**src/logic/gb_io_pkg.sv**
```systemverilog
//////////////////////////////////////////////////
// Game console I/O block shared definitions
// Register offsets, bus and control structs, IRQ union
//////////////////////////////////////////////////
`default_nettype none

package gb_io_pkg;

	// Register offsets in the I/O page
	localparam logic [7:0] addr_p1   = 8'h00;
	localparam logic [7:0] addr_div  = 8'h04;
	localparam logic [7:0] addr_tima = 8'h05;
	localparam logic [7:0] addr_tma  = 8'h06;
	localparam logic [7:0] addr_tac  = 8'h07;
	localparam logic [7:0] addr_if   = 8'h0f;
	localparam logic [7:0] addr_ie   = 8'hff;

	// Free-running system divider, DIV is its top byte
	localparam int sysdiv_w = 16;

	typedef struct packed {
		logic       sel;
		logic       enable;
		logic       write;
		logic [7:0] addr;
		logic [7:0] wdata;
	} apb_req_t;

	typedef struct packed {
		logic [7:0] rdata;
		logic       slverr;
	} apb_rsp_t;

	// Strobes plus the TAC and TMA contents
	typedef struct packed {
		logic       div_clear;
		logic       tima_load;
		logic [7:0] tima_value;
		logic       enable;
		logic [1:0] clk_sel;
		logic [7:0] modulo;
	} timer_ctrl_t;

	typedef struct packed {
		logic [7:0] div;
		logic [7:0] tima;
	} timer_stat_t;

	// All active low, released is 1
	typedef struct packed {
		logic start;
		logic select;
		logic b;
		logic a;
		logic down;
		logic up;
		logic left;
		logic right;
	} buttons_t;

	// IF/IE bit order, vblank is bit 0
	typedef struct packed {
		logic joypad;
		logic serial;
		logic timer;
		logic lcd;
		logic vblank;
	} irq_flags_t;

	typedef union packed {
		logic [4:0] vec;
		irq_flags_t flag;
	} irq_bits_u;

endpackage

`default_nettype wire

```
**src/logic/io_regs.sv**
```systemverilog
//////////////////////////////////////////////////
// I/O register block behind a zero-wait APB slave
// P1 selects, TMA, TAC, IF, IE and the read mux
//////////////////////////////////////////////////
`timescale 1ns/100ps
`default_nettype none

module io_regs (
	input  wire logic                   clk,
	input  wire logic                   rst,
	input  wire gb_io_pkg::apb_req_t    apb_req,
	output gb_io_pkg::apb_rsp_t         apb_rsp,
	output gb_io_pkg::timer_ctrl_t      timer_ctrl,
	input  wire gb_io_pkg::timer_stat_t timer_stat,
	input  wire logic                   timer_irq,
	output logic [1:0]                  joy_sel,
	input  wire logic [3:0]             joy_rows,
	input  wire logic                   joypad_irq,
	output logic                        irq_pending
);

	logic                 access;
	logic                 mapped;
	logic                 wr;
	logic [7:0]           rdata;
	logic [7:0]           tma;
	logic [2:0]           tac;
	gb_io_pkg::irq_bits_u if_q;
	gb_io_pkg::irq_bits_u ie_q;
	gb_io_pkg::irq_bits_u if_base;
	gb_io_pkg::irq_bits_u req;
	gb_io_pkg::irq_bits_u if_next;

	// Access phase always completes in one cycle
	assign access = apb_req.sel & apb_req.enable;
	assign wr     = access & apb_req.write & mapped;

	// Read mux and address decode
	always_comb begin
		mapped = 1'b1;
		case (apb_req.addr)
			gb_io_pkg::addr_p1:   rdata = {2'b11, joy_sel, joy_rows};
			gb_io_pkg::addr_div:  rdata = timer_stat.div;
			gb_io_pkg::addr_tima: rdata = timer_stat.tima;
			gb_io_pkg::addr_tma:  rdata = tma;
			gb_io_pkg::addr_tac:  rdata = {5'b11111, tac};
			gb_io_pkg::addr_if:   rdata = {3'b111, if_q.vec};
			gb_io_pkg::addr_ie:   rdata = {3'b111, ie_q.vec};
			default: begin
				rdata  = 8'h00;
				mapped = 1'b0;
			end
		endcase
	end

	assign apb_rsp.rdata  = rdata;
	assign apb_rsp.slverr = access & ~mapped;

	// Timer strobes are live only during the write access
	assign timer_ctrl.div_clear  = wr & (apb_req.addr == gb_io_pkg::addr_div);
	assign timer_ctrl.tima_load  = wr & (apb_req.addr == gb_io_pkg::addr_tima);
	assign timer_ctrl.tima_value = apb_req.wdata;
	assign timer_ctrl.enable     = tac[2];
	assign timer_ctrl.clk_sel    = tac[1:0];
	assign timer_ctrl.modulo     = tma;

	// Requests from the timer and joypad only, the rest stay quiet
	always_comb begin
		req.vec         = '0;
		req.flag.timer  = timer_irq;
		req.flag.joypad = joypad_irq;
	end

	// A request beats a clearing write to the same bit
	always_comb begin
		if (wr && apb_req.addr == gb_io_pkg::addr_if)
			if_base.vec = apb_req.wdata[4:0];
		else
			if_base.vec = if_q.vec;
		if_next.vec = if_base.vec | req.vec;
	end

	always_ff @(posedge clk, posedge rst) begin
		if (rst) begin
			joy_sel     <= 2'b11;
			tma         <= '0;
			tac         <= '0;
			if_q.vec    <= '0;
			ie_q.vec    <= '0;
			irq_pending <= 1'b0;
		end else begin
			if (wr && apb_req.addr == gb_io_pkg::addr_p1)
				joy_sel <= apb_req.wdata[5:4];
			if (wr && apb_req.addr == gb_io_pkg::addr_tma)
				tma <= apb_req.wdata;
			if (wr && apb_req.addr == gb_io_pkg::addr_tac)
				tac <= apb_req.wdata[2:0];
			if (wr && apb_req.addr == gb_io_pkg::addr_ie)
				ie_q.vec <= apb_req.wdata[4:0];
			if_q <= if_next;
			// Pending lags IE and IF by one edge
			irq_pending <= |(ie_q.vec & if_q.vec);
		end
	end

endmodule

`default_nettype wire

```
**src/logic/io_timer.sv**
```systemverilog
//////////////////////////////////////////////////
// System divider and programmable TIMA timer
// Reloads from the modulo on overflow, raises a request
//////////////////////////////////////////////////
`timescale 1ns/100ps
`default_nettype none

module io_timer (
	input  wire logic                   clk,
	input  wire logic                   rst,
	input  wire gb_io_pkg::timer_ctrl_t timer_ctrl,
	output gb_io_pkg::timer_stat_t      timer_stat,
	output logic                        timer_irq
);

	logic [gb_io_pkg::sysdiv_w-1:0] sysdiv;
	logic [7:0]                     tima;
	logic                           rate_hit;
	logic                           tick;

	// Low divider bits all ones means the next edge carries past the rate bit
	always_comb begin
		case (timer_ctrl.clk_sel)
			2'd0:    rate_hit = &sysdiv[9:0];
			2'd1:    rate_hit = &sysdiv[3:0];
			2'd2:    rate_hit = &sysdiv[5:0];
			default: rate_hit = &sysdiv[7:0];
		endcase
	end

	// A DIV write swallows the tick of that edge
	assign tick = timer_ctrl.enable & rate_hit & ~timer_ctrl.div_clear;

	always_ff @(posedge clk, posedge rst) begin
		if (rst) begin
			sysdiv <= '0;
		end else if (timer_ctrl.div_clear) begin
			sysdiv <= '0;
		end else begin
			sysdiv <= sysdiv + 1'b1;
		end
	end

	always_ff @(posedge clk, posedge rst) begin
		if (rst) begin
			tima      <= '0;
			timer_irq <= 1'b0;
		end else begin
			timer_irq <= 1'b0;
			if (timer_ctrl.tima_load) begin
				// Software load wins over a tick
				tima <= timer_ctrl.tima_value;
			end else if (tick) begin
				if (tima == 8'hff) begin
					tima      <= timer_ctrl.modulo;
					timer_irq <= 1'b1;
				end else begin
					tima <= tima + 8'd1;
				end
			end
		end
	end

	assign timer_stat.div  = sysdiv[gb_io_pkg::sysdiv_w-1 -: 8];
	assign timer_stat.tima = tima;

endmodule

`default_nettype wire

```
**src/logic/joypad_matrix.sv**
```systemverilog
//////////////////////////////////////////////////
// Joypad button matrix behind two row selects
// Synchronizes buttons and flags press edges
//////////////////////////////////////////////////
`timescale 1ns/100ps
`default_nettype none

module joypad_matrix (
	input  wire logic                clk,
	input  wire logic                rst,
	input  wire gb_io_pkg::buttons_t buttons,
	input  wire logic [1:0]          joy_sel,
	output logic [3:0]               joy_rows,
	output logic                     joypad_irq
);

	gb_io_pkg::buttons_t sync1;
	gb_io_pkg::buttons_t sync2;
	gb_io_pkg::buttons_t prev;

	// Two-stage synchronizer plus one stage for edge detection
	always_ff @(posedge clk, posedge rst) begin
		if (rst) begin
			sync1      <= '1;
			sync2      <= '1;
			prev       <= '1;
			joypad_irq <= 1'b0;
		end else begin
			sync1      <= buttons;
			sync2      <= sync1;
			prev       <= sync2;
			// Any 1 to 0 transition is a press
			joypad_irq <= |(prev & ~sync2);
		end
	end

	// sel[0] low enables the action group, sel[1] low the direction group
	assign joy_rows[3] = (joy_sel[0] | sync2.start)  & (joy_sel[1] | sync2.down);
	assign joy_rows[2] = (joy_sel[0] | sync2.select) & (joy_sel[1] | sync2.up);
	assign joy_rows[1] = (joy_sel[0] | sync2.b)      & (joy_sel[1] | sync2.left);
	assign joy_rows[0] = (joy_sel[0] | sync2.a)      & (joy_sel[1] | sync2.right);

endmodule

`default_nettype wire

```
**src/logic/gb_io_top.sv**
```systemverilog
//////////////////////////////////////////////////
// Game console I/O peripheral block top level
//////////////////////////////////////////////////
`timescale 1ns/100ps
`default_nettype none

module gb_io_top (
	input  wire logic                clk,
	input  wire logic                rst,
	input  wire gb_io_pkg::apb_req_t apb_req,
	output gb_io_pkg::apb_rsp_t      apb_rsp,
	input  wire gb_io_pkg::buttons_t buttons,
	output logic                     irq_pending
);

	gb_io_pkg::timer_ctrl_t timer_ctrl;
	gb_io_pkg::timer_stat_t timer_stat;
	logic                   timer_irq;
	logic [1:0]             joy_sel;
	logic [3:0]             joy_rows;
	logic                   joypad_irq;

	io_regs io_regs_i (
		.clk         (clk),
		.rst         (rst),
		.apb_req     (apb_req),
		.apb_rsp     (apb_rsp),
		.timer_ctrl  (timer_ctrl),
		.timer_stat  (timer_stat),
		.timer_irq   (timer_irq),
		.joy_sel     (joy_sel),
		.joy_rows    (joy_rows),
		.joypad_irq  (joypad_irq),
		.irq_pending (irq_pending)
	);

	io_timer io_timer_i (
		.clk        (clk),
		.rst        (rst),
		.timer_ctrl (timer_ctrl),
		.timer_stat (timer_stat),
		.timer_irq  (timer_irq)
	);

	joypad_matrix joypad_matrix_i (
		.clk        (clk),
		.rst        (rst),
		.buttons    (buttons),
		.joy_sel    (joy_sel),
		.joy_rows   (joy_rows),
		.joypad_irq (joypad_irq)
	);

endmodule

`default_nettype wire

```
**config.mk**
```make
export PLATFORM = sky130hd
export DESIGN_NAME = gb_io_top
export DESIGN_NICKNAME = d
export VERILOG_FILES = /design/src/logic/gb_io_pkg.sv /design/src/logic/io_regs.sv /design/src/logic/io_timer.sv /design/src/logic/joypad_matrix.sv /design/src/logic/gb_io_top.sv
export SDC_FILE = /design/constraint.sdc
export NUM_CORES = 1
export LEC_CHECK = 0
export BUFFER_PORTS_ARGS = -buffer_cell sky130_fd_sc_hd__buf_2
export CORE_MARGIN = 4
export CORE_UTILIZATION = 63
export DETAILED_ROUTE_END_ITERATION = 12
export GPL_TIMING_DRIVEN = 0
export PLACE_DENSITY = 0.9
export RECOVER_POWER = 25
export SETUP_SLACK_MARGIN = 0.05
export SYNTH_ARGS = -nofsm -noshare
export SYNTH_HDL_FRONTEND = slang
export SYNTH_HIERARCHICAL = 1
export SYNTH_SLANG_ARGS = --single-unit
export TNS_END_PERCENT = 5
```
**constraint.sdc**
```tcl
create_clock -name clk -period 5.45 [get_ports clk]
set_clock_uncertainty 0.05 [all_clocks]
set_input_delay 0.545 -clock clk [delete_from_list [all_inputs] [get_ports clk]]
set_output_delay 0.545 -clock clk [all_outputs]
set_load 0.03 [all_outputs]
```
==> impl_metrics.toml <==
[timing]
clock.fmax_ghz = 0.340
relSlewSlack_pct = 32.5
setup_tns_ns = 0
finalSetupViolations = 0
slew_violations = 0
hold_violations = 0
finalCritPeriodShare_pct = 54.0
finalCriticalPeriod_ns = 2.94
rsz0062_at_grt = "no"
tightest_slew_ns = 1.01

[clock_tree]
clk_pin_slew_ns = 0.08
clockBufferDepth = 2
postCtsHoldBufs = 0
cts_tree = "built"
cts_resized = 0
cts_setup_buffers = 0
htreeDepth = 3
clk_latency_ns = 0.36
cts_inserted_buffers = 9
cts_sinks = 74
cts-root-buf = "clkbuf_8"

[yosys]
synth.cell_area_um2 = 3790
synth_commonest_cells = "48 x dfrtp_1, 26 x dfstp_2, 24 x nor2_1"
synth_fp_nets = 363
async_reset_ff_share_pct = 100
yosysMostFrequentCell = "dfrtp_1"
yosysTopAreaCell = "dfrtp_1"
seq_area_frac_synth_pct = 49.7
yosysTopAreaCellShare_pct = 31.7
synth_cell_types = 63
avgSynthCellArea_um2 = 11.4
syn_inst = 332
synthFlopType = "dfrtp_1"
synth-edff-count = 0
synth_seq_cells = 74
ys.warnings.count = 6
synth_area_leaders = "dfrtp_1 32%, dfstp_2 18%, mux2_2 6.8%, buf_4 3.4%, mux2i_1 2.6%"

[final_layout]
area_delta_synth_final_pct = 12.4
regArea_um2 = 1880
drive_gt1_share_pct = 35.0
final_core_util_pct = 75.0
nFillCells = 367
diodes = 0
nets = 409
multi_input_area_um2 = 1640

[global_route]
grt_max_degree = 26
grt_first_pass_wirelength_um = 13800
antenna_found_initial = 0
track_usage_pct = 24.7
grt_pass1_vias = 2880
grt.overflow.total = 0

[drt]
drt_iter0_drc = 306
first_pass_iters = 4
ant_nets = 0
wl_per_cell_um = 18.0
via_count = 2796
via_per_inst = 6.15
routed_wl_um = 8210
drc = 0

[setup_path]
critPathArrivalTime_ns = 3.15
worstSetupStartpointType = "input pin"
worstPathRequired_ns = 5.66
end_kind = "flip-flop"
critPathMaxFanout = 8
crit_type = "in2reg"

[die]
dieWidth_um = 85.6
start_util_pct = 66.8
die_y_um = 85.6
std_cell_rows = 27
dieArea_um2 = 7320
io_pins = 39
fp.coreArea_um2 = 5680

[outcome]
outcome = "completed"

[placed_design]
port_buffers = 35
place_hpwl_um = 5910
place_congestion = 0.937

[power_and_ir_drop]
ir_worst_vdd_mv = 0.237
power_per_cell_area_nw_per_um2 = 277
leakagePower_uw = 0.00193

[min_path]
min_path_type = "in2reg"

[flow_run]
maxCapViolations = 0
[cell type report]
| class | instances | share of cell area (%) |
|---|---|---|
| Sequential cell | 74 | 44.3 |
| Buffer | 29 | 4.91 |
| Clock inverter | 7 | 1.88 |
| Clock buffer | 9 | 2.91 |
| Inverter | 16 | 1.41 |
| Timing Repair Buffer | 35 | 4.09 |
| Tap cell | 72 | 2.12 |
| Multi-Input combinational cell | 213 | 38.4 |
[path summary, 6_finish.rpt]
| kind | to | slack (ns) | cells past startpoint | startpoint |
|---|---|---|---|---|
| min | joypad_matrix_i/sync1[1] | 0.23 | 1 | buttons[1] |
| min in group asynchronous | joypad_matrix_i/joypad_irq | 0.32 | 2 | rst |
| max in group asynchronous | io_timer_i/tima[0] | 4.35 | 2 | rst |
| min reg2reg | joypad_matrix_i/sync2[3] | 0.31 | 0 | joypad_matrix_i/sync1[3] |
| max reg2reg | io_timer_i/tima[3] | 3.45 | 7 | io_timer_i/tima[0] |
| max | io_timer_i/tima[5] | 2.51 | 11 | apb_req[13] |
[cells by family after synthesis]
family          after synthesis  synth area share, %
flops                        74                 49.7
mux                          36                 11.3
xor+xnor                     15                 3.47
fa+ha+maj                     2                0.660
buf+inv                      45                 7.10
simple gates                 96                 15.6
compound gates               64                 12.2
[per-layer routing]
metal / track usage [%] / part of all wire [%]
met1: 32.2 / 42
met2: 37.6 / 48
met3: 5.96 / 7.1
met4: 14.5 / 3.1
met5: 0 / 0
[report_power, final]
group,internal (uW),leakage [uW],switching (uW)
clock network,220,0.000106,220
logic,49.5,0.000917,54.6
registers,592,0.000903,41.1
total,861,0.00193,316
[placed cells by master (no fill, tap or decap), types with 6 or more instances in the layout]
cell / n
nor2_1: 24
dfstp_1: 9
mux2_2: 23
dfstp_2: 17
nand2_1: 20
buf_2: 35
a22oi_1: 11
xnor2_1: 10
a21oi_1: 6
buf_4: 17
o21ai_0: 13
inv_1: 16
clkbuf_8: 11
nand3_1: 8
mux2i_1: 10
dfrtp_1: 48
clkbuf_1: 7
[critical path, cell delays in order]
cell and delay, ns:
buf_2 0.12, or4_1 0.54, buf_6 0.16, nor3b_4 0.38, nand2b_2 0.11, nor3_1 0.13
clkbuf_1 0.37, a311o_1 0.25, a21o_2 0.21, a211oi_1 0.07, o31ai_1 0.25
[stage by stage]
stage | hold WS (ns) | worst slack [ns] | total power (uW) | instance area [um^2] | cells
floorplan | 0.295 | 2.72 | 710 | 3790 | 332
global placement | 0.296 | 2.25 | 742 | 4050 | 439
detailed placement | 0.297 | 2.16 | 748 | 4050 | 439
CTS | 0.206 | 2.53 | 1190 | 4260 | 455
global route | 0.203 | 2.30 | 1240 | 4260 | 455
finish | 0.227 | 2.51 | 1180 | 4260 | 455
[registers in the layout, indices dropped and copies added, names as in the netlist]
register	flops
io_regs_i/joy_sel	2
joypad_matrix_i/joypad_irq	1
io_timer_i/timer_irq	1
joypad_matrix_i/prev	8
io_timer_i/tima	8
io_timer_i/sysdiv	16
io_regs_i/if_q	5
io_regs_i/ie_q	5
io_regs_i/tma	8
io_regs_i/tac	3
joypad_matrix_i/sync2	8
joypad_matrix_i/sync1	8
io_regs_i/irq_pending	1
Note: power is estimated with default switching activity, not from simulation.
